--- src/design/clkgen_macros.svh ---
`ifndef CLKGEN_MACROS_SVH
`define CLKGEN_MACROS_SVH

// ~~~~~~~~~~~~~~~~~~~~~~~~~~~~~~~~~~~~~~~~~~~~~~~~~~~~~~~~~~~~~~~~~~~~~~
// divider
// ~~~~~~~~~~~~~~~~~~~~~~~~~~~~~~~~~~~~~~~~~~~~~~~~~~~~~~~~~~~~~~~~~~~~~~

// machine cycles counted by the divider
`define DIV_WIDTH 16

// io address of the DIV register
`define DIV_ADDR 16'hFF04

// count bit whose falling edge steps the frame clock (512 Hz)
`define FRAME_TAP 10

// ~~~~~~~~~~~~~~~~~~~~~~~~~~~~~~~~~~~~~~~~~~~~~~~~~~~~~~~~~~~~~~~~~~~~~~
// sequencer
// ~~~~~~~~~~~~~~~~~~~~~~~~~~~~~~~~~~~~~~~~~~~~~~~~~~~~~~~~~~~~~~~~~~~~~~

// master clocks per machine cycle
`define PHASE_COUNT 4

`endif

--- src/design/clkgen_pkg.sv ---
`include "clkgen_macros.svh"

package clkgen_pkg;

	// ~~~~~~~~~~~~~~~~~~~~~~~~~~~~~~~~~~~~~~~~~~~~~~~~~~~~~~~~~~~~~~~~~~~~~~
	// cpu side
	// ~~~~~~~~~~~~~~~~~~~~~~~~~~~~~~~~~~~~~~~~~~~~~~~~~~~~~~~~~~~~~~~~~~~~~~

	typedef struct packed {
		logic [15:0] addr;
		logic        wr;    // io write, sampled every cycle
	} cpu_bus_t;

	typedef struct packed {
		logic [1:0] index;      // 0..3 within the machine cycle
		logic       mcycle_en;  // one clock per machine cycle, at index 3
		logic       cpu_clk;    // high in phases 0 and 1
		logic       rd_sync;
		logic       wr_sync;
	} phase_t;

	typedef struct packed {
		logic sys_reset;
		logic video_reset;
		logic div_clear_pending;
	} reset_t;

	// ~~~~~~~~~~~~~~~~~~~~~~~~~~~~~~~~~~~~~~~~~~~~~~~~~~~~~~~~~~~~~~~~~~~~~~
	// divider and its consumers
	// ~~~~~~~~~~~~~~~~~~~~~~~~~~~~~~~~~~~~~~~~~~~~~~~~~~~~~~~~~~~~~~~~~~~~~~

	typedef struct packed {
		logic hz_262144;
		logic hz_65536;
		logic hz_16384;
		logic hz_4096;
	} timer_taps_t;

	typedef struct packed {
		logic hz_512;
		logic hz_256;
		logic hz_128;
		logic frame_step;
		logic en_2m;
		logic en_1m;
		logic en_512k;
	} frame_clk_t;

	// register view of the divider, DIV is count[13:6]
	typedef struct packed {
		logic [1:0] upper;
		logic [7:0] div_reg;
		logic [5:0] prescale;
	} div_fields_t;

	typedef union packed {
		logic [`DIV_WIDTH-1:0] count;
		div_fields_t           fields;
	} div_word_u;

endpackage

--- src/design/phase_sequencer.sv ---
`timescale 1ns/1ps
`include "clkgen_macros.svh"

module phase_sequencer (
	input  logic                clkin_a,
	input  logic                reset,
	output clkgen_pkg::phase_t  phase
);

	import clkgen_pkg::*;

	localparam int LAST_PHASE = `PHASE_COUNT - 1;

	phase_t     phase_q;
	logic [1:0] index_next;

	// ~~~~~~~~~~~~~~~~~~~~~~~~~~~~~~~~~~~~~~~~~~~~~~~~~~~~~~~~~~~~~~~~~~~~~~
	// phase counter
	// ~~~~~~~~~~~~~~~~~~~~~~~~~~~~~~~~~~~~~~~~~~~~~~~~~~~~~~~~~~~~~~~~~~~~~~

	always_comb begin
		if (phase_q.index == 2'(LAST_PHASE)) begin
			index_next = 2'd0;  // wrap into the next machine cycle
		end else begin
			index_next = phase_q.index + 2'd1;
		end
	end

	// strobes are decoded from the next index and registered,
	// so every output comes straight off a flop
	always_ff @(posedge clkin_a) begin
		if (reset) begin
			phase_q <= '0;
		end else begin
			phase_q.index     <= index_next;
			phase_q.mcycle_en <= (index_next == 2'(LAST_PHASE));
			phase_q.cpu_clk   <= (index_next < 2'd2);          // phases 0 and 1
			phase_q.rd_sync   <= (index_next == 2'd1);
			phase_q.wr_sync   <= (index_next == 2'(LAST_PHASE));
		end
	end

	assign phase = phase_q;

endmodule

--- src/design/reset_control.sv ---
`timescale 1ns/1ps

module reset_control (
	input  logic                clkin_a,
	input  logic                reset,
	input  logic                mcycle_en,
	input  logic                lcd_enable,
	input  logic                div_write,
	output clkgen_pkg::reset_t  resets
);

	// ~~~~~~~~~~~~~~~~~~~~~~~~~~~~~~~~~~~~~~~~~~~~~~~~~~~~~~~~~~~~~~~~~~~~~~
	// system and video reset
	// ~~~~~~~~~~~~~~~~~~~~~~~~~~~~~~~~~~~~~~~~~~~~~~~~~~~~~~~~~~~~~~~~~~~~~~

	// sys_reset is stretched to the end of the first machine cycle,
	// like the old power-on latch released on a cpu clock edge
	always_ff @(posedge clkin_a) begin
		if (reset) begin
			resets.sys_reset <= 1'b1;
		end else if (mcycle_en) begin
			resets.sys_reset <= 1'b0;
		end
	end

	always_ff @(posedge clkin_a) begin
		if (reset) begin
			resets.video_reset <= 1'b1;
		end else begin
			resets.video_reset <= resets.sys_reset | ~lcd_enable;  // lcdc.7 off holds ppu
		end
	end

	// ~~~~~~~~~~~~~~~~~~~~~~~~~~~~~~~~~~~~~~~~~~~~~~~~~~~~~~~~~~~~~~~~~~~~~~
	// divider clear request
	// ~~~~~~~~~~~~~~~~~~~~~~~~~~~~~~~~~~~~~~~~~~~~~~~~~~~~~~~~~~~~~~~~~~~~~~

	// a new write wins over the machine cycle that would consume
	// an older request
	always_ff @(posedge clkin_a) begin
		if (reset) begin
			resets.div_clear_pending <= 1'b0;
		end else if (div_write) begin
			resets.div_clear_pending <= 1'b1;
		end else if (mcycle_en) begin
			resets.div_clear_pending <= 1'b0;  // divider took it
		end
	end

endmodule

--- src/design/div_counter.sv ---
`timescale 1ns/1ps
`include "clkgen_macros.svh"

module div_counter (
	input  logic                     clkin_a,
	input  logic                     reset,
	input  clkgen_pkg::cpu_bus_t     bus,
	input  logic                     rd,
	input  logic                     mcycle_en,
	input  logic                     sys_reset,
	input  logic                     div_clear,
	output logic                     div_write,
	output clkgen_pkg::div_word_u    div_word,
	output logic [7:0]               rd_data,
	output logic                     rd_valid,
	output clkgen_pkg::timer_taps_t  taps
);

	logic                   div_sel;
	logic [`DIV_WIDTH-1:0]  count_q;

	// ~~~~~~~~~~~~~~~~~~~~~~~~~~~~~~~~~~~~~~~~~~~~~~~~~~~~~~~~~~~~~~~~~~~~~~
	// register decode
	// ~~~~~~~~~~~~~~~~~~~~~~~~~~~~~~~~~~~~~~~~~~~~~~~~~~~~~~~~~~~~~~~~~~~~~~

	assign div_sel   = (bus.addr == `DIV_ADDR);
	assign div_write = div_sel & bus.wr;  // any value written clears
	assign rd_valid  = div_sel & rd;

	// ~~~~~~~~~~~~~~~~~~~~~~~~~~~~~~~~~~~~~~~~~~~~~~~~~~~~~~~~~~~~~~~~~~~~~~
	// machine cycle counter
	// ~~~~~~~~~~~~~~~~~~~~~~~~~~~~~~~~~~~~~~~~~~~~~~~~~~~~~~~~~~~~~~~~~~~~~~

	always_ff @(posedge clkin_a) begin
		if (reset) begin
			count_q <= '0;
		end else if (sys_reset) begin
			count_q <= '0;  // starts counting with the first free machine cycle
		end else if (mcycle_en) begin
			if (div_clear) begin
				count_q <= '0;
			end else begin
				count_q <= count_q + `DIV_WIDTH'(1);
			end
		end
	end

	assign div_word.count = count_q;

	// the cpu sees the register view, the rest of the chip raw bits
	assign rd_data = div_word.fields.div_reg;

	// ~~~~~~~~~~~~~~~~~~~~~~~~~~~~~~~~~~~~~~~~~~~~~~~~~~~~~~~~~~~~~~~~~~~~~~
	// timer taps
	// ~~~~~~~~~~~~~~~~~~~~~~~~~~~~~~~~~~~~~~~~~~~~~~~~~~~~~~~~~~~~~~~~~~~~~~

	always_ff @(posedge clkin_a) begin
		if (reset) begin
			taps <= '0;
		end else begin
			taps.hz_262144 <= div_word.count[1];
			taps.hz_65536  <= div_word.count[3];
			taps.hz_16384  <= div_word.count[5];
			taps.hz_4096   <= div_word.count[7];
		end
	end

endmodule

--- src/design/apu_clock_gen.sv ---
`timescale 1ns/1ps
`include "clkgen_macros.svh"

module apu_clock_gen (
	input  logic                    clkin_a,
	input  logic                    reset,
	input  logic                    sys_reset,
	input  logic                    apu_reset,
	input  logic                    frame_test,
	input  clkgen_pkg::div_word_u   div_word,
	output clkgen_pkg::frame_clk_t  frame
);

	logic       apu_hold;
	logic [2:0] apu_div;
	logic       en_2m;
	logic       en_1m;
	logic       en_512k;
	logic       tap_q;
	logic       tap_fall;
	logic       step_src;
	logic       frame_step_q;
	logic [2:0] frame_cnt;

	assign apu_hold = apu_reset | sys_reset;

	// ~~~~~~~~~~~~~~~~~~~~~~~~~~~~~~~~~~~~~~~~~~~~~~~~~~~~~~~~~~~~~~~~~~~~~~
	// apu clock enables
	// ~~~~~~~~~~~~~~~~~~~~~~~~~~~~~~~~~~~~~~~~~~~~~~~~~~~~~~~~~~~~~~~~~~~~~~

	always_ff @(posedge clkin_a) begin
		if (reset || apu_hold) begin
			apu_div <= '0;
		end else begin
			apu_div <= apu_div + 3'd1;
		end
	end

	assign en_2m   = apu_div[0];
	assign en_1m   = &apu_div[1:0];
	assign en_512k = &apu_div;  // once every 8 clocks

	// ~~~~~~~~~~~~~~~~~~~~~~~~~~~~~~~~~~~~~~~~~~~~~~~~~~~~~~~~~~~~~~~~~~~~~~
	// frame sequencer clock
	// ~~~~~~~~~~~~~~~~~~~~~~~~~~~~~~~~~~~~~~~~~~~~~~~~~~~~~~~~~~~~~~~~~~~~~~

	always_ff @(posedge clkin_a) begin
		if (reset) begin
			tap_q <= 1'b0;
		end else begin
			tap_q <= div_word.count[`FRAME_TAP];
		end
	end

	assign tap_fall = tap_q & ~div_word.count[`FRAME_TAP];
	assign step_src = frame_test ? en_512k : tap_fall;  // fero test speeds it up

	always_ff @(posedge clkin_a) begin
		if (reset || apu_hold) begin
			frame_step_q <= 1'b0;
			frame_cnt    <= '0;
		end else begin
			frame_step_q <= step_src;
			if (step_src) begin
				frame_cnt <= frame_cnt + 3'd1;
			end
		end
	end

	assign frame.hz_512     = frame_cnt[0];
	assign frame.hz_256     = frame_cnt[1];
	assign frame.hz_128     = frame_cnt[2];
	assign frame.frame_step = frame_step_q;
	assign frame.en_2m      = en_2m;
	assign frame.en_1m      = en_1m;
	assign frame.en_512k    = en_512k;

endmodule

--- src/design/clocks_reset.sv ---
`timescale 1ns/1ps

module clocks_reset (
	input  logic                     clkin_a,
	input  logic                     reset,
	input  clkgen_pkg::cpu_bus_t     bus,
	input  logic                     rd,
	input  logic                     lcd_enable,
	input  logic                     apu_reset,
	input  logic                     frame_test,
	output clkgen_pkg::phase_t       phase,
	output clkgen_pkg::reset_t       resets,
	output logic [7:0]               rd_data,
	output logic                     rd_valid,
	output clkgen_pkg::timer_taps_t  taps,
	output clkgen_pkg::frame_clk_t   frame
);

	import clkgen_pkg::*;

	logic      div_write;
	div_word_u div_word;

	phase_sequencer phase_sequencer_i (
		.clkin_a (clkin_a),
		.reset   (reset),
		.phase   (phase)
	);

	reset_control reset_control_i (
		.clkin_a    (clkin_a),
		.reset      (reset),
		.mcycle_en  (phase.mcycle_en),
		.lcd_enable (lcd_enable),
		.div_write  (div_write),
		.resets     (resets)
	);

	div_counter div_counter_i (
		.clkin_a   (clkin_a),
		.reset     (reset),
		.bus       (bus),
		.rd        (rd),
		.mcycle_en (phase.mcycle_en),
		.sys_reset (resets.sys_reset),
		.div_clear (resets.div_clear_pending),
		.div_write (div_write),
		.div_word  (div_word),
		.rd_data   (rd_data),
		.rd_valid  (rd_valid),
		.taps      (taps)
	);

	apu_clock_gen apu_clock_gen_i (
		.clkin_a    (clkin_a),
		.reset      (reset),
		.sys_reset  (resets.sys_reset),
		.apu_reset  (apu_reset),
		.frame_test (frame_test),
		.div_word   (div_word),
		.frame      (frame)
	);

endmodule

--- config.mk ---
export PLATFORM = sky130hd
export DESIGN_NAME = clocks_reset
export DESIGN_NICKNAME = d
export VERILOG_FILES = /design/src/design/clkgen_pkg.sv /design/src/design/phase_sequencer.sv /design/src/design/reset_control.sv /design/src/design/div_counter.sv /design/src/design/apu_clock_gen.sv /design/src/design/clocks_reset.sv
export VERILOG_INCLUDE_DIRS = /design/src /design/src/design
export SDC_FILE = /design/constraint.sdc
export NUM_CORES = 1
export LEC_CHECK = 0
export BUFFER_PORTS_ARGS = -buffer_cell sky130_fd_sc_hd__buf_4
export CORE_MARGIN = 4
export CORE_UTILIZATION = 48
export DETAILED_ROUTE_END_ITERATION = 10
export PLACE_DENSITY = 0.88
export SLEW_MARGIN = 30
export SYNTH_ARGS = -nofsm -noshare
export SYNTH_HDL_FRONTEND = slang
export SYNTH_SLANG_ARGS = --single-unit
export TNS_END_PERCENT = 1
--- constraint.sdc ---
create_clock -name clkin_a -period 2.4 [get_ports clkin_a]
set_clock_uncertainty 0.05 [all_clocks]
set_input_delay 0.48 -clock clkin_a [delete_from_list [all_inputs] [get_ports clkin_a]]
set_output_delay 0.48 -clock clkin_a [all_outputs]
set_load 0.005 [all_outputs]
==> results_dict.tcl, run 1 <==
set metrics [dict create \
    finalSetupViolations 0 \
    yosysWarnings 0 \
    min_period_over_period_pct 76.0 \
    h-tree-depth 2 \
    n_antenna_cell 0 \
    async_flop_share_pct 0 \
    synth_cells 164 \
    numPortBuffers 51 \
    wire_per_inst_um 11.6 \
    slew_headroom_pct 57.1 \
    dieHeight_um 65.0 \
    num_rows 20 \
    holdBufCountCts 0 \
    ant_nets 0 \
    grt_antenna_before_repair 0 \
    coreArea_mm2 0.00308 \
    clk_pin_slew_ps 100 \
    cts-root-buf "clkbuf_4" \
    hold_slack_ps 249 \
    initial_utilization_pct 50.7 \
    hold_path.class "in2reg" \
    areaGrowthSynthToFinish_pct 23.7 \
    overflow 0 \
    maxCapViolations 0 \
    synth_cell_types 39 \
    leakagePower_nw 0.795 \
    crit_top_cell "buf_4" \
    dpl_worst_slack_ps 573 \
    drive_gt1_share_pct 32.4 \
    drt_iter0_drc 54 \
    critPathLaunchType "primary input" \
    synthesis.area_mm2 0.00156 \
    dpl_cell_area_mm2 0.00187 \
    cp-end-kind "primary output" \
    grt_pass1_vias 1137 \
    maxSlewViolCount 0 \
    track_usage_pct 14.8 \
    drt_wl_total_um 2890 \
    finalInstanceArea_mm2 0.00193 \
    gp_congestion 0.755 \
    grt_pass1_wl_um 4730 \
    drc 0 \
    die_w_um 65.0 \
    grt_max_degree 20 \
    cp_cell_sequence "buf_4 -> nor4_1 -> nand4_1 -> nor2_1 -> buf_4" \
    clock_latency_ps 330 \
    crit_family "simple AND/OR/NAND/NOR gates" \
    cts_buffer_depth 2 \
    worst-path-buf-inv 2 \
    arrival_ps 1290 \
    slowest_stage "nor4_1" \
    hpwl_um 2170 \
    hold_violations 0 \
    cts_setup_buffers 0 \
    tritoncts "yes" \
    vdd_drop_max_mv 0.261 \
    num_vias 1232 \
    required_ps 1870 \
    status "complete, no violations" \
    dieArea_mm2 0.00423 \
    postLayoutCoreUtil_pct 62.7 \
    setup_slack_ps 575 \
    dr.pass1.iters 4 \
    cts.repair.resized 0 \
    postSynthAreaPerCell_um2 9.51 \
    worst_pin_slew_ps 642 \
    yosysSeqAreaShare_pct 43.6 \
    synth_nets 194 \
    post-route-min-period_ps 1820 \
    cpPeakStageDelay_ps 290 \
    p_per_area_mw_per_mm2 517 \
    io_pins 52 \
    viasPerCell 4.97 \
    critPathMaxFanout 2 \
    worst-setup-path-type "in2out" \
    nets 233 \
    ys.flop_type "dfxtp_1" \
    tns_ps 0 \
    cts.sinks 34 \
    rsz0062_at_grt "no" \
    fmax_ghz 0.548 \
    ys_ff_latch 34 \
    synth_edf_count 0 \
    cts_buffers 5 \
]
placed cells by master (no fill, tap or decap), drive strengths merged, types with 6 or more instances in the layout:
cell    instances
nand2b          6
buf            52
clkbuf          6
nor2b           8
inv             8
ha              7
nor2            7
a21oi           8
dfxtp          34
nand2          11
Yosys cell counts (all sizes together) (5+ instances only):
master	instances	area [µm²]
a21oi	8	40.0
buf	18	133
dfxtp	34	681
ha	7	87.6
inv	8	30.0
mux2i	5	50.1
nand2	11	43.8
nand2b	6	37.5
nand4	5	52.6
nor2	7	26.3
nor2b	8	50.1
nor3	5	25.0
nor4	5	31.3
final cells by class:
type | instances | area (µm²)
Multi-Input combinational cell | 102 | 709
Clock inverter | 2 | 12.5
Timing Repair Buffer | 52 | 390
Tap cell | 44 | 55.1
Clock buffer | 6 | 51.3
Sequential cell | 34 | 681
Inverter | 8 | 30.0
Fill cell | 270 | 1150
report_power, final:
group | internal, W | switching, W | total [W]
combinational | 0.0000515 | 0.0000290 | 0.0000805
sequential | 0.000576 | 0.0000124 | 0.000588
clock | 0.000141 | 0.000189 | 0.000329
total | 0.000768 | 0.000230 | 0.000998
path summary, 6_finish.rpt:
check,start,to,slack (ps),cells after the start
setup / recovery,bus[2],rd_valid,580,5
hold / removal,lcd_enable,reset_control_i.resets[1],250,2
setup reg to reg,phase_sequencer_i.phase[3],div_counter_i.div_word[8],780,3
hold reg to reg,apu_clock_gen_i.apu_div[0],apu_clock_gen_i.apu_div[0],420,1
through the flow:
step                      total power, W  std cells
after global routing             0.00105        248
after global placement          0.000680        240
final                           0.000998        248
after floorplan                 0.000635        164
after CTS                        0.00101        248
after detailed placement        0.000683        240
per-layer routing:
| metal | wire length (µm) | global-route usage, % |
|---|---|---|
| met3 | 207 | 4.51 |
| met5 | 0 | 0 |
| met2 | 1340 | 23.9 |
| met4 | 82 | 10.1 |
| met1 | 1260 | 16.7 |
state kept, by name, summed over array words and instances, names as in the netlist:
| register | cells |
|---|---|
| apu_clock_gen_i.tap_q | 1 |
| div_counter_i.div_word | 14 |
| apu_clock_gen_i.frame_step_q | 1 |
| reset_control_i.resets | 3 |
| div_counter_i.taps | 4 |
| apu_clock_gen_i.frame_cnt | 3 |
| apu_clock_gen_i.apu_div | 3 |
| phase_sequencer_i.phase | 5 |
logic make-up (layout without fill, tap and decap cells):
| family | Yosys count | after routing | share of synthesized area [%] |
|---|---|---|---|
| xor gates and xnor gates | 3 | 3 | 1.68 |
| adders and majority gates | 7 | 7 | 5.61 |
| and+or+nand+nor | 65 | 65 | 25.4 |
| DFF | 34 | 34 | 43.6 |
| AOI/OAI and AO/OA | 22 | 22 | 9.54 |
| muxes | 5 | 5 | 3.21 |
| buffers and inverters | 28 | 68 | 10.9 |
worst register-to-register path, stage by stage, from the launching register on:
cell and delay, ps:
dfxtp_1 620, nand4_2 280, or4_1 470, a21oi_1 140
Note: power is estimated with default switching activity, not from simulation.
==> run 2, diff against run 1 <==
- ABC_AREA: unset -> 1
- CORE_UTILIZATION: 48 -> 45
- PLACE_DENSITY: 0.88 -> 0.86
- clock period: 2.4 -> 1.6 ns (I/O delays scaled with it)
==> results_dict.tcl, run 2 <==
set metrics [dict create \
    fmax_ghz 0.656 \
    cp-startpoint "apu_clock_gen_i.apu_div[0]" \
    dieArea_mm2 0.00458 \
    postSynthAreaPerCell_um2 7.21 \
    areaGrowthSynthToFinish_pct 25.3 \
    slew_headroom_pct 78.4 \
    largest_register_ffs 14 \
    tritoncts "yes" \
    ant_nets 0 \
    maxSlewViolCount 0 \
    drt_wl_total_um 3330 \
    h-tree-depth 2 \
    synthesis.area_mm2 0.00160 \
    p_per_area_mw_per_mm2 750 \
    layout_common_cells "buf_4 (54), nor2_1 (49), nand2_1 (37), dfxtp_1 (33), inv_1 (32)" \
    overflow 0 \
    min_period_over_period_pct 95.3 \
    critPathLaunchType "flip-flop" \
    async_flop_share_pct 0 \
    hold_violations 0 \
    layout_commonest_cell "buf_4" \
    grt_antenna_before_repair 0 \
    cts.sinks 34 \
    worst-setup-path-type "reg2out" \
    post-route-min-period_ps 1520 \
    hold_end "reset_control_i.resets[1]" \
    nets 296 \
    finalSetupViolations 0 \
    yosysWarnings 0 \
    ys.flop_type "dfxtp_1" \
    rr_endpoint "div_counter_i.div_word[5]" \
    dieHeight_um 67.7 \
    reg2reg_setup_slack_ps 170 \
    gp_congestion 0.801 \
    synth_cell_types 23 \
    coreArea_mm2 0.00339 \
    hold_path.class "in2reg" \
    worst_pin_slew_ps 324 \
    clk_pin_slew_ps 100 \
    grt_pass1_wl_um 5840 \
    cp_cell_sequence "ha_2 -> ha_2 -> buf_4" \
    cts-root-buf "clkbuf_4" \
    holdBufCountCts 0 \
    grt_util_met2_pct 28.7 \
    use_met3_pct 6.82 \
    cts_buffer_depth 2 \
    io_pins 52 \
    drt_iter0_drc 53 \
    num_rows 21 \
    die_w_um 67.7 \
    wire_per_inst_um 10.6 \
    synthTopCellsByArea "dfxtp_1 (43%), nor2_1 (11%), nand2_1 (8.7%)" \
    num_vias 1467 \
    holdCritStartpoint "lcd_enable" \
    synth_cells 222 \
    maxCapViolations 0 \
    synth_edf_count 0 \
    synth_most_common_cell "nor2_1" \
    rr_startpoint "phase_sequencer_i.phase[3]" \
    numPortBuffers 51 \
    rsz0062_at_grt "no" \
    critPathMaxFanout 2 \
    cp-end-kind "primary output" \
    status "complete, no violations" \
    gr-usage-met1_pct 18.6 \
    multi_input_area_um2 678 \
    slowest_stage "dfxtp_2" \
    cts_buffers 5 \
    dr.pass1.iters 4 \
    synth_nets 252 \
    viasPerCell 4.69 \
    nFillCells 322 \
    seq_area_um2 682 \
    yosys.area.top_type "dfxtp_1" \
    ys_ff_latch 34 \
    synth_top_area_share_pct 42.5 \
    track_usage_pct 17.2 \
    grt_pass1_vias 1388 \
    vdd_drop_max_mv 0.676 \
    min_path_cells 2 \
    synth.top_cells.by_count "nor2_1 (49), nand2_1 (37), dfxtp_1 (34), inv_1 (32), buf_4 (16)" \
    dpl_cell_area_mm2 0.00193 \
    drive_gt1_share_pct 26.6 \
    yosysSeqAreaShare_pct 42.5 \
    cpPeakStageDelay_ps 330 \
    reg2regPathDepth 5 \
    finalInstanceArea_mm2 0.00201 \
    leakagePower_nw 0.915 \
    hpwl_um 2580 \
    initial_utilization_pct 47.2 \
    arrival_ps 1150 \
    n_antenna_cell 0 \
    clock_latency_ps 340 \
    tns_ps 0 \
    required_ps 1230 \
    crit_top_cell "ha_2" \
    hold_slack_ps 90.0 \
    busiest_layer "met2" \
    drc 0 \
    grt_max_degree 14 \
]
-- run 2: cell types whose count changed after synthesis, sizes merged, moves of 6 or more --
| cell | change |
|---|---|
| nor2 | +44 |
| nor2b | -8 |
| inv | +25 |
| nand2 | +28 |
| nand2b | -6 |
-- run 2: timing repair --
action,4_1_cts,5_1_grt
buffers inserted,1,0
cloned,0,0
setup endpoints to repair,1,1
resized for setup,2,1
-- run 2: worst max-delay path by stage --
stage          cells past startpoint                      endpoint  slack [ps]
2_1_floorplan                      7  apu_clock_gen_i.frame_cnt[1]         150
3_3_place_gp                       5     div_counter_i.div_word[3]         240
3_5_place_dp                       8  apu_clock_gen_i.frame_cnt[1]         160
4_1_cts                            3                      frame[0]          20
5_1_grt                            3                      frame[0]          10
6_report                           3                      frame[0]          80
-- run 2: logic make-up after synthesis --
kind of cell	Yosys count	share of synthesized area (%)
simple gates	112	29.9
buf+inv	50	15.5
flops	34	42.5
compound gates	19	6.64
fa+ha+maj	7	5.47
-- run 2: layer usage --
metal	part of all wire, %	vias up	wire (µm)
li1	-	765	-
met1	41	666	1370
met2	51	29	1680
met3	5.7	7	189
met4	2.6	0	85
met5	0	-	0
-- run 2: layout make-up --
cell class	instances	area share, %
flip-flops and latches	34	34.0
multi-input cells	138	33.8
repair buffers	54	20.2
inverters	33	6.17
well taps	46	2.87
clock buffers	7	2.74
clock inverters	1	0.249
-- run 2: worst max-delay path: cells and delay by family (launching register included) --
family / cells / cell delay [ps]
adders and majority gates: 2 / 360
buffers and inverters: 1 / 130
DFF: 1 / 330
-- run 2: through the flow --
step / worst slack, ps / instances / util, % / total power [W]
CTS: 17.4 / 313 / 59.1 / 0.00153
finish: 75.4 / 313 / 59.2 / 0.00151
floorplan: 146 / 222 / - / 0.000955
global route: 14.2 / 313 / 59.2 / 0.00159
detailed placement: 155 / 304 / 57.0 / 0.00104
global placement: 235 / 304 / 57.0 / 0.00103
-- run 2: power breakdown --
group	internal (W)	leakage (nW)	switching [W]	total (W)
Sequential	0.000864	0.276	0.0000145	0.000878
Clock	0.000213	0.0353	0.000276	0.000488
Combinational	0.0000789	0.604	0.0000604	0.000139
Total	0.00116	0.915	0.000351	0.00151
